[src/axi_mem_pkg.sv]
package axi_mem_pkg;

    localparam int DATA_WIDTH      = 64;
    localparam int BYTEEN_WIDTH    = DATA_WIDTH / 8;
    localparam int AXSIZE          = $clog2(BYTEEN_WIDTH);
    localparam int ADDR_WIDTH      = 32 - AXSIZE;
    localparam int AXI_ADDR_WIDTH  = 32;
    localparam int TAG_WIDTH       = 8;
    localparam int RAM_WORDS       = 256;
    localparam int RAM_INDEX_WIDTH = $clog2(RAM_WORDS);

    localparam logic [1:0] RESP_OKAY   = 2'b00;
    localparam logic [1:0] RESP_SLVERR = 2'b10;

    // Core side
    typedef struct packed {
        logic                    rw;
        logic [BYTEEN_WIDTH-1:0] byteen;
        logic [ADDR_WIDTH-1:0]   addr;
        logic [DATA_WIDTH-1:0]   data;
        logic [TAG_WIDTH-1:0]    tag;
    } mem_req_t;

    typedef struct packed {
        logic [DATA_WIDTH-1:0] data;
        logic [TAG_WIDTH-1:0]  tag;
    } mem_rsp_t;

    // AXI4 channel payloads
    typedef struct packed {
        logic [TAG_WIDTH-1:0]      id;
        logic [AXI_ADDR_WIDTH-1:0] addr;
        logic [7:0]                len;
        logic [2:0]                size;
        logic [1:0]                burst;
        logic                      lock;
        logic [3:0]                cache;
        logic [2:0]                prot;
        logic [3:0]                qos;
    } axi_aw_t;

    typedef axi_aw_t axi_ar_t;

    typedef struct packed {
        logic [DATA_WIDTH-1:0]   data;
        logic [BYTEEN_WIDTH-1:0] strb;
        logic                    last;
    } axi_w_t;

    typedef struct packed {
        logic [TAG_WIDTH-1:0] id;
        logic [1:0]           resp;
    } axi_b_t;

    typedef struct packed {
        logic [TAG_WIDTH-1:0]  id;
        logic [DATA_WIDTH-1:0] data;
        logic [1:0]            resp;
        logic                  last;
    } axi_r_t;

endpackage

[src/mem_req_queue.sv]
`timescale 1ns/1ps

module mem_req_queue import axi_mem_pkg::*; (
    input  logic     clk,
    input  logic     reset,

    input  logic     in_valid,
    output logic     in_ready,
    input  mem_req_t in,

    output logic     out_valid,
    input  logic     out_ready,
    output mem_req_t out
);

    mem_req_t   entries [2];
    logic       wr_ptr;
    logic       rd_ptr;
    logic [1:0] count;
    logic [1:0] count_next;
    logic       push;
    logic       pop;

    assign push = in_valid && in_ready;
    assign pop  = out_valid && out_ready;

    always_comb begin
        count_next = count;
        if (push && !pop) begin
            count_next = count + 2'd1;
        end else if (pop && !push) begin
            count_next = count - 2'd1;
        end
    end

    // Ready is registered so it stays low through reset
    always_ff @(posedge clk) begin
        if (reset) begin
            wr_ptr   <= 1'b0;
            rd_ptr   <= 1'b0;
            count    <= 2'd0;
            in_ready <= 1'b0;
        end else begin
            if (push) begin
                wr_ptr <= ~wr_ptr;
            end
            if (pop) begin
                rd_ptr <= ~rd_ptr;
            end
            count    <= count_next;
            in_ready <= (count_next != 2'd2);
        end
    end

    always_ff @(posedge clk) begin
        if (push) begin
            entries[wr_ptr] <= in;
        end
    end

    assign out_valid = (count != 2'd0);
    assign out       = entries[rd_ptr];

endmodule

[config.mk]
export PLATFORM = sky130hd
export DESIGN_NAME = mem_req_queue
export DESIGN_NICKNAME = d
export VERILOG_FILES = /design/src/axi_mem_pkg.sv /design/src/mem_req_queue.sv
export SDC_FILE = /design/constraint.sdc
export NUM_CORES = 1
export LEC_CHECK = 0
export BUFFER_PORTS_ARGS = -buffer_cell sky130_fd_sc_hd__buf_2
export CAP_MARGIN = 20
export CORE_ASPECT_RATIO = 1.2
export CORE_MARGIN = 5
export CORE_UTILIZATION = 50
export CTS_BUF_LIST = sky130_fd_sc_hd__clkbuf_4
export DETAILED_ROUTE_END_ITERATION = 7
export MAX_ROUTING_LAYER = met4
export PLACE_DENSITY = 0.75
export SLEW_MARGIN = 20
export SYNTH_ARGS = -nofsm -noshare
export SYNTH_HDL_FRONTEND = slang
export SYNTH_SLANG_ARGS = --single-unit
[constraint.sdc]
create_clock -name clk -period 7.3 [get_ports clk]
set_input_delay 1.095 -clock clk [delete_from_list [all_inputs] [get_ports clk]]
set_output_delay 1.095 -clock clk [all_outputs]
set_load 0.05 [all_outputs]
; Word-level counts from Yosys, hierarchy flattened
; Memories as Yosys holds them, arrays and structs flattened. A register that Yosys moved wholly into a read port is not among the register bits.
; Index checks and enable logic that the tools add are counted.
[classes]
n_addsub = 2
n_eq_ne = 1
muxes = 6
bitwise = 2
n_reduce_logical = 7
[ops]
columns = operator, n
row1 = $logic_and A1 B1 Y1, 4
row2 = $mux W1, 4
row3 = $mux W2, 2
row4 = $add A2 B1 Y2 const B, 1
row5 = $logic_not A1 Y1, 2
row6 = $ne A2 B2 Y1 const B, 1
row7 = $not A1 Y1, 2
row8 = $reduce_bool A2 Y1, 1
row9 = $sub A2 B1 Y2 const B, 1
[totals]
register_bits = 5
mem_bits_rw = 220
out_inout_bits = 112
word_cells = 23
n_memories = 1
[memory_table]
columns = name, words, word_bits, rd, rd_ports_with_merged_regs, wr, line
row1 = entries, 2, 110, 1, 1, 1, mem_req_queue.sv:16  ; mem_req_t entries [2];

; Longest topological paths before layout
[logic_depth]
word_depth = 6
mapped_depth = 6
ltp_nobuf = 6

; Worst setup path after synthesis
; Ideal clock, no wire load.
[synth_timing]
path_type = input to register
from = input port in_valid
to = memory entries[0][0] (netlist name) (enable)
setup_ps = 581
arrival_time_ps = 5823
required_ps = 6719
path_slack_ps = 896
cell_stages = 2
path_buffers = 0
path_cell_list = nand2_2 > nor2_1
[synth_via]
elab_chain_cells = 3
[synth_lines]
columns = element, line
row1 = from (decl), mem_req_queue.sv:7  ; input logic in_valid,
row2 = $logic_and A1 B1 Y1, mem_req_queue.sv:24  ; assign push = in_valid && in_ready;
row3 = $mux W1, mem_req_queue.sv:56  ; if (push) begin
row4 = $mux W1 (not written as such), mem_req_queue.sv:57  ; entries[wr_ptr] <= in;
row5 = to (decl), mem_req_queue.sv:16
; Every way passes these cells.

==> reports/metrics.cfg <==
[worst_setup_path]
crit_required_ns = 6.20
start_kind = flop
slowest_stage = dfxtp_4
max_stage_delay_ns = 0.82
setup.worst_path.class = reg -> out
crit_arrival_ns = 2.80
cp_max_fo = 57
crit_chain = buf_4, mux2_2, buf_2
path_delay_family = buffers and inverters
worstSetupEndpointType = output port
critPathBufInv = 2

[logic_synthesis]
ys_async_sr_fraction = 0
synth_top_cell_by_area = edfxtp_1
ys_types = 23
synth_edf_count = 220
syn-cell-area_um2 = 8280
ys.flop_type = edfxtp_1
yosysSeqAreaShare = 0.812
ys_seq_elements = 226
synthCells = 373
synth_warnings = 0
synth_area_leaders = edfxtp_1 (80%), mux2_2 (12%), mux2_1 (3.0%), buf_6 (1.5%), dfxtp_1 (1.5%)
syn_avg_cell_area_um2 = 22.2
yosysMostFrequentCell = edfxtp_1
synth_nets = 488
synth_top_area_share = 0.798
synth_common_cells = edfxtp_1 (220), mux2_2 (88), mux2_1 (22), buf_6 (11), dfxtp_1 (6)

[finish]
fin_nets = 757
final_cells = 885
drive_above_1_share = 0.601
syn2layout_area_growth_pct = 22.9
final_cell_area_um2 = 10200
fin_util = 0.626

[clock_tree]
clk_pin_slew_ns = 0.07
cts_made_buffers = 51
clock_latency_ns = 0.60
htreeDepth = 2
post-cts-setup-buffers = 0
root_buffer = clkbuf_4
cts.sink_count = 226
ctsHoldBuffers = 0
cts_resized = 0
cts_max_path_buffers = 3
cts_tree = done

[floorplan]
rows = 51
die-area_um2 = 19200
pin_count = 226
start_util = 0.509
die_h_um = 151
coreArea_um2 = 16300
die_w_um = 127

[timing]
period_share = 0.534
rsz0062_at_grt = false
fin_setup_tns_ns = 0
max_freq_ghz = 0.257
worst_pin_slew_ns = 1.06
skew_ns = 0.0183
finalHoldViolations = 0
setup_viol = 0
slew_headroom = 0.291
slew_violations = 0
fin_crit_ns = 3.90

[pwr]
vdd_drop_max_v = 0.000243
power_leakage_nw = 3.82
powerDensity_nw_per_um2 = 365
power_w = 0.00372

[run]
drv_cap = 0

[route]
drt_pass1_iterations = 4
route.detailed.drc = 0
drtIter0Drc = 210
wl_per_cell_um = 17.6
viasPerCell = 4.87
dr_total_vias = 4308
postRouteAntennaNets = 0
wl_um = 15500

[placement]
gp_congestion = 0.763
portBuffers = 225
hpwl_um = 10400
dp.cells = 801
placed_area_um2 = 9580

[grt]
grt-ovfl-total = 0
grt_pass1_vias = 4925
grt_max_degree = 82
track_usage = 0.166
grt_pass1_wl_um = 24100
antenna_found_initial = 1

[status]
outcome = finished clean

[hold_path]
min_path_type = reg -> reg

[per-layer routing]
metal	share of wire	GRT usage	vias up
li1	-	-	2044
met1	0.37	0.184	2072
met2	0.54	0.289	174
met3	0.078	0.0497	18
met4	0.012	0.0542	0
met5	0	-	-
[sequential cells by signal, indices dropped and copies added, names as in the netlist, named ones only]
signal / flops
entries: 220
count: 2
in_ready: 1
rd_ptr: 1
wr_ptr: 1
[logic make-up after synthesis]
group                    count (synthesis)  share of synthesized area
flip-flops                             226                      0.812
multiplexers                           111                      0.151
buffers and inverters                   15                     0.0169
AND/OR/NAND/NOR                         12                    0.00801
AO/OA/AOI/OAI                            4                    0.00544
XOR/XNOR                                 4                    0.00514
adder cells (fa/ha/maj)                  1                    0.00151
[placed cells by master, fill, tap and decap left out, types with 2 or more instances in the layout]
cell type / count
buf_2: 225
buf_4: 3
clkbuf_4: 75
clkinv_1: 6
clkinv_2: 2
dfxtp_1: 5
edfxtp_1: 220
inv_1: 3
mux2_1: 22
mux2_2: 88
nand2_1: 2
nor2_1: 4
xnor2_1: 2
[worst paths after layout]
kind	cells past startpoint	slack (ns)	endpoint	from
setup reg to reg	3	4.69	entries[0][15]	in_ready
hold reg to reg	1	0.54	in_ready	count[0]
setup / recovery	3	3.40	out[78]	flop
hold / removal	1	0.54	in_ready	count[0]
[through the flow]
stage,hold WS [ns],worst slack (ns)
after floorplan,0.481,0.896
after global placement,0.493,3.89
after detailed placement,0.515,3.82
after CTS,0.535,3.28
after global routing,0.558,3.17
final,0.538,3.40
[area by class of cell]
type | instances | area [µm²]
inverters | 3 | 11.3
flip-flops and latches | 226 | 6730
multi-input cells | 132 | 1430
diodes | 1 | 2.50
fillers | 1205 | 6090
repair buffers | 228 | 1150
well taps | 212 | 265
clock inverters | 8 | 32.5
clock buffers | 75 | 563
[power breakdown]
group | leakage [nW] | switching, W | internal [W] | total (W)
registers | 2.06 | 0.0000664 | 0.00156 | 0.00162
clock network | 0.362 | 0.000428 | 0.000465 | 0.000894
logic | 1.39 | 0.000862 | 0.000338 | 0.00120
No activity file was read; power rests on OpenSTA's default activity.
