[src/axi_mem_pkg.sv]
package axi_mem_pkg;

    localparam int DATA_WIDTH      = 64;
    localparam int BYTEEN_WIDTH    = DATA_WIDTH / 8;
    localparam int AXSIZE          = $clog2(BYTEEN_WIDTH);
    localparam int ADDR_WIDTH      = 32 - AXSIZE;
    localparam int AXI_ADDR_WIDTH  = 32;
    localparam int TAG_WIDTH       = 8;
    localparam int RAM_WORDS       = 256;
    localparam int RAM_INDEX_WIDTH = $clog2(RAM_WORDS);

    localparam logic [1:0] RESP_OKAY   = 2'b00;
    localparam logic [1:0] RESP_SLVERR = 2'b10;

    // Core side
    typedef struct packed {
        logic                    rw;
        logic [BYTEEN_WIDTH-1:0] byteen;
        logic [ADDR_WIDTH-1:0]   addr;
        logic [DATA_WIDTH-1:0]   data;
        logic [TAG_WIDTH-1:0]    tag;
    } mem_req_t;

    typedef struct packed {
        logic [DATA_WIDTH-1:0] data;
        logic [TAG_WIDTH-1:0]  tag;
    } mem_rsp_t;

    // AXI4 channel payloads
    typedef struct packed {
        logic [TAG_WIDTH-1:0]      id;
        logic [AXI_ADDR_WIDTH-1:0] addr;
        logic [7:0]                len;
        logic [2:0]                size;
        logic [1:0]                burst;
        logic                      lock;
        logic [3:0]                cache;
        logic [2:0]                prot;
        logic [3:0]                qos;
    } axi_aw_t;

    typedef axi_aw_t axi_ar_t;

    typedef struct packed {
        logic [DATA_WIDTH-1:0]   data;
        logic [BYTEEN_WIDTH-1:0] strb;
        logic                    last;
    } axi_w_t;

    typedef struct packed {
        logic [TAG_WIDTH-1:0] id;
        logic [1:0]           resp;
    } axi_b_t;

    typedef struct packed {
        logic [TAG_WIDTH-1:0]  id;
        logic [DATA_WIDTH-1:0] data;
        logic [1:0]            resp;
        logic                  last;
    } axi_r_t;

endpackage

[src/axi_adapter.sv]
`timescale 1ns/1ps

module axi_adapter import axi_mem_pkg::*; (
    input  logic     clk,
    input  logic     reset,

    // Core request
    input  logic     req_valid,
    output logic     req_ready,
    input  mem_req_t req,

    // Core response
    output logic     rsp_valid,
    input  logic     rsp_ready,
    output mem_rsp_t rsp,

    output logic     aw_valid,
    input  logic     aw_ready,
    output axi_aw_t  aw,

    output logic     w_valid,
    input  logic     w_ready,
    output axi_w_t   w,

    input  logic     b_valid,
    output logic     b_ready,
    input  axi_b_t   b,

    output logic     ar_valid,
    input  logic     ar_ready,
    output axi_ar_t  ar,

    input  logic     r_valid,
    output logic     r_ready,
    input  axi_r_t   r,

    output logic     resp_error
);

    logic                      aw_ack;
    logic                      w_ack;
    logic                      req_fire;
    logic                      write_ready;
    logic [AXI_ADDR_WIDTH-1:0] byte_addr;

    assign req_fire = req_valid && req_ready;

    // AW and W may complete in different cycles
    always_ff @(posedge clk) begin
        if (reset) begin
            aw_ack <= 1'b0;
            w_ack  <= 1'b0;
        end else if (req_fire) begin
            aw_ack <= 1'b0;
            w_ack  <= 1'b0;
        end else begin
            aw_ack <= aw_ack || (aw_valid && aw_ready);
            w_ack  <= w_ack || (w_valid && w_ready);
        end
    end

    assign write_ready = (aw_ready || aw_ack) && (w_ready || w_ack);
    assign req_ready   = req.rw ? write_ready : ar_ready;

    assign byte_addr = AXI_ADDR_WIDTH'(req.addr) << AXSIZE;

    assign aw_valid = req_valid && req.rw && !aw_ack;
    always_comb begin
        aw       = '0;
        aw.id    = req.tag;
        aw.addr  = byte_addr;
        aw.size  = 3'(AXSIZE);
    end

    assign w_valid = req_valid && req.rw && !w_ack;
    assign w.data  = req.data;
    assign w.strb  = req.byteen;
    assign w.last  = 1'b1;

    // Writes are done on acceptance, B only feeds the error flag
    assign b_ready = 1'b1;

    assign ar_valid = req_valid && !req.rw;
    always_comb begin
        ar       = '0;
        ar.id    = req.tag;
        ar.addr  = byte_addr;
        ar.size  = 3'(AXSIZE);
    end

    assign rsp_valid = r_valid;
    assign rsp.data  = r.data;
    assign rsp.tag   = r.id;
    assign r_ready   = rsp_ready;

    always_ff @(posedge clk) begin
        if (reset) begin
            resp_error <= 1'b0;
        end else if ((b_valid && b_ready && b.resp != RESP_OKAY) ||
                     (r_valid && r_ready && r.resp != RESP_OKAY)) begin
            resp_error <= 1'b1;
        end
    end

endmodule

[config.mk]
export PLATFORM = sky130hd
export DESIGN_NAME = axi_adapter
export DESIGN_NICKNAME = d
export VERILOG_FILES = /design/src/axi_mem_pkg.sv /design/src/axi_adapter.sv
export SDC_FILE = /design/constraint.sdc
export NUM_CORES = 1
export LEC_CHECK = 0
export ABC_CLOCK_PERIOD_IN_PS = 1000
export BUFFER_PORTS_ARGS = -buffer_cell sky130_fd_sc_hd__buf_2
export CELL_PAD_IN_SITES_DETAIL_PLACEMENT = 1
export CELL_PAD_IN_SITES_GLOBAL_PLACEMENT = 1
export CORE_AREA = 2 2 187 189
export DETAILED_ROUTE_END_ITERATION = 8
export DIE_AREA = 0 0 189 191
export GPL_TIMING_DRIVEN = 0
export PLACE_DENSITY_LB_ADDON = 0.1
export SLEW_MARGIN = 20
export SYNTH_ARGS = -nofsm -noshare
export SYNTH_HDL_FRONTEND = slang
export SYNTH_SLANG_ARGS = --single-unit
export TNS_END_PERCENT = 50
[constraint.sdc]
create_clock -name clk -period 1 [get_ports clk]
set_input_delay 0.2 -clock clk [delete_from_list [all_inputs] [get_ports clk]]
set_output_delay 0.2 -clock clk [all_outputs]
set_load 0.05 [all_outputs]
Word level (Yosys, flattened, before mapping)
Cells that the tools add are included.
{"block": "op_classes", "mux": 1, "n_reduce_logical": 22}
{"op": "1-bit logical AND", "n": 11}
{"op": "1-bit logical OR", "n": 5}
{"op": "2-bit nonzero test", "n": 2}
{"op": "1-bit zero test", "n": 3}
{"op": "2-bit OR reduction", "n": 1}
{"op": "1-bit two-way mux", "n": 1}
{"block": "word_totals", "out_inout_bits": 283, "word_cells": 26, "reg_bits": 3, "input_bits": 204}

Depth between registers and ports, before layout
{"block": "logic_depth", "depth_word": 5, "mapped_depth": 3, "ltp_nobuf": 2}

Worst setup path before layout
No wires, ideal clock.
{"block": "synth_timing", "kind": "input to output", "startpoint": "input port req[109] (netlist name)", "endpoint": "output port req_ready", "arrival_ns": 1.022, "path_stages": 2, "n_path_buf": 1, "path_slack_ns": -0.222, "t_required_ns": 0.800, "cell_sequence": "buf_6 o21ai_1"}
{"block": "synth_via", "elab_chain_len": 1}
{"element": "start, declared", "line": "axi_adapter.sv:10", "rtl": "input mem_req_t req,"}
{"element": "1-bit two-way mux", "line": "axi_adapter.sv:63", "rtl": "assign req_ready = req.rw ? write_ready : ar_ready;"}
{"element": "end, declared", "line": "axi_adapter.sv:9", "rtl": "output logic req_ready,"}
No other way between the ends.

Worst setup path in the final report
{"block": "layout_timing", "startpoint": "register aw_ack", "endpoint": "output port req_ready"}
{"block": "layout_via", "elab_chain_len": 3}
{"element": "start, declared", "line": "axi_adapter.sv:40", "rtl": "logic aw_ack;"}
{"element": "start signal, assigned", "line": "axi_adapter.sv:57", "rtl": "aw_ack <= aw_ack || (aw_valid && aw_ready);"}
{"element": "1-bit logical OR", "line": "axi_adapter.sv:62", "rtl": "assign write_ready = (aw_ready || aw_ack) && (w_ready || w_ack);"}
{"element": "1-bit logical AND", "line": "axi_adapter.sv:62"}
{"element": "1-bit two-way mux", "line": "axi_adapter.sv:63"}
No other way between the ends.

==> results.json <==
{
  "status": "complete, but fails checks",
  "violations": "negative setup slack",
  "utilization": 0.129,
  "insertion_delay_ns": 0.22,
  "clockBufferDepth": 2,
  "syn_to_final_growth_pct": 92.0,
  "dieArea_um2": 36100,
  "die_h_um": 191,
  "power_density_nw_per_um2": 1000,
  "top_level_ports": 487,
  "critPathRequiredTime_ns": 0.80,
  "dp_hpwl_mm": 10.1,
  "path_max_fanout": 3,
  "yosysTopAreaCellShare": 0.911,
  "layout-drive-gt1-share": 0.880,
  "r2r_cells": 3,
  "syn_inst": 302,
  "grt_remaining_overflow": 0,
  "slew_violations": 0,
  "diodes": 0,
  "fillCellCount": 4235,
  "holdCritPathClass": "primary input to flop",
  "syn_avg_cell_area_um2": 7.58,
  "dr.pass1.iters": 4,
  "root_buffer": "clkbuf_16",
  "ir_worst_vdd_v": 0.000389,
  "ys.flop_type": "dfxtp_1",
  "ys_seq_area_frac": 0.0262,
  "hold_viol_final": 0,
  "synth.cells.most_frequent": "buf_4 (278), a31oi_1 (3), dfxtp_1 (3)",
  "grt_max_degree": 10,
  "die_w_um": 189,
  "skew_ns": 0.000716,
  "ff_latch_area_um2": 62.6,
  "cts_buffers": 3,
  "whs_ns": 0.192,
  "fin_nets": 806,
  "fmax_ghz": 0.836,
  "clock-sinks": 3,
  "crit_end": "req_ready",
  "multi_input_area_um2": 354,
  "initial_core_util": 0.0671,
  "yosys-top-cells-area": "buf_4 (91%), dfxtp_1 (2.6%), nor4_2 (1.1%)",
  "clk_pin_slew_ns": 0.03,
  "leakage_uw": 0.00264,
  "rows": 68,
  "routabilityCongestion": 0.715,
  "cts_tree": "done",
  "maxCapViolCount": 0,
  "cts_max_level": 1,
  "hold_buffers": 0,
  "antenna_left": 0,
  "finalSetupViolations": 3,
  "critPathLaunchType": "flop",
  "grt_pass1_vias": 2347,
  "drt_iter0_drc": 14,
  "crit_path_end_kind": "output pin",
  "fin_crit_ns": 1.20,
  "drc": 0,
  "rsz0062_at_grt": "true",
  "ys_types": 16,
  "crit_arrival_ns": 1.00,
  "wirelength_mm": 10.5,
  "dr_total_vias": 2509,
  "synth.most_common_cell": "buf_4",
  "io_buffers": 237,
  "ys_seq_elements": 3,
  "fin_crit_sh": 1.20,
  "hp-start": "reset",
  "crit_type": "flop to output pin",
  "fin_ws_ns": -0.196,
  "wire_per_inst_um": 9.92,
  "vias_per_cell": 2.38,
  "r2r_start": "aw_ack$_SDFF_PP0_",
  "tns_ns": -0.336,
  "design.core.area_um2": 34100,
  "r2r-end": "w_ack$_SDFF_PP0_",
  "grt_pass1_wl_mm": 13.2,
  "grt_usage": 0.0467,
  "synth_area_leader_cell": "buf_4",
  "synth_async_sr_flop_share": 0,
  "reg2reg_slack_ns": 0.01,
  "yosysWarnings": 0,
  "grt_antenna_before_repair": 0,
  "synth_edf_count": 0,
  "synth_area_um2": 2290,
  "cp-startpoint": "aw_ack$_SDFF_PP0_"
}
critical path, cell delays in order, from the launching register on:
cell and delay (ns):
dfxtp_2 0.32, o221ai_2 0.19, o21ai_2 0.09, buf_6 0.16
power by group:
group          switching (µW)  internal (µW)  total (µW)
Combinational            2570           1060        3640
Sequential               5.90            128         134
Clock                     104            526         630
sequential cells by signal (all words and copies together) (netlist names):
name        cells
w_ack           1
aw_ack          1
resp_error      1
layout make-up:
type	count	area share
Timing Repair Buffer	239	0.279
Clock buffer	4	0.0179
Inverter	2	0.00171
Multi-Input combinational cell	74	0.0806
Sequential cell	3	0.0142
Tap cell	455	0.130
Buffer	279	0.477
cell families after synthesis:
group / after synthesis / share of synthesized area
other: 2 / 0.00328
buffers and inverters: 281 / 0.920
flip-flops: 3 / 0.0262
AO/OA/AOI/OAI: 9 / 0.0284
AND/OR/NAND/NOR: 7 / 0.0224
through the flow:
stage          cells  instance area (µm²)  setup slack (ns)  total power (µW)
6_report        1056                 4400            -0.196              4400
5_1_grt         1056                 4400            -0.212              4570
4_1_cts         1054                 4370            -0.186              4410
3_5_place_dp    1050                 4260           -0.0953              3750
3_3_place_gp    1050                 4260            -0.102              3750
2_1_floorplan    358                 2500            -0.211              3240
per-layer routing:
metal  global-route usage  up-vias  routed length [µm]
li1                     -     1185                   -
met1               0.0308     1090                2280
met2                0.116      230                6850
met3               0.0145        4                1290
met4              0.00631        0                  50
met5                    0        -                   0
cells in the final DEF, fill, tap and decap left out, types with 2 or more instances in the layout:
cell,count
buf_4,282
buf_2,232
conb_1,58
buf_6,4
a31oi_1,3
clkbuf_16,3
inv_1,2
o211a_1,2
nor4_2,2
dfxtp_2,2
timing repair:
item	in CTS	in global routing
pin swaps	2	2
buffers inserted	0	2
endpoints found under the setup margin	4	4
hold endpoints to repair	0	0
gates resized for setup	11	4
worst min path at each step:
stage	cells after the start	to	slack, ns
after floorplan	1	resp_error$_SDFFE_PP0P_	0.27
after global placement	2	aw_ack$_SDFF_PP0_	0.43
after detailed placement	2	resp_error$_SDFFE_PP0P_	0.43
after CTS	2	aw_ack$_SDFF_PP0_	0.19
after global routing	2	aw_ack$_SDFF_PP0_	0.20
final	2	aw_ack$_SDFF_PP0_	0.19
No activity file was read; power rests on OpenSTA's default activity.
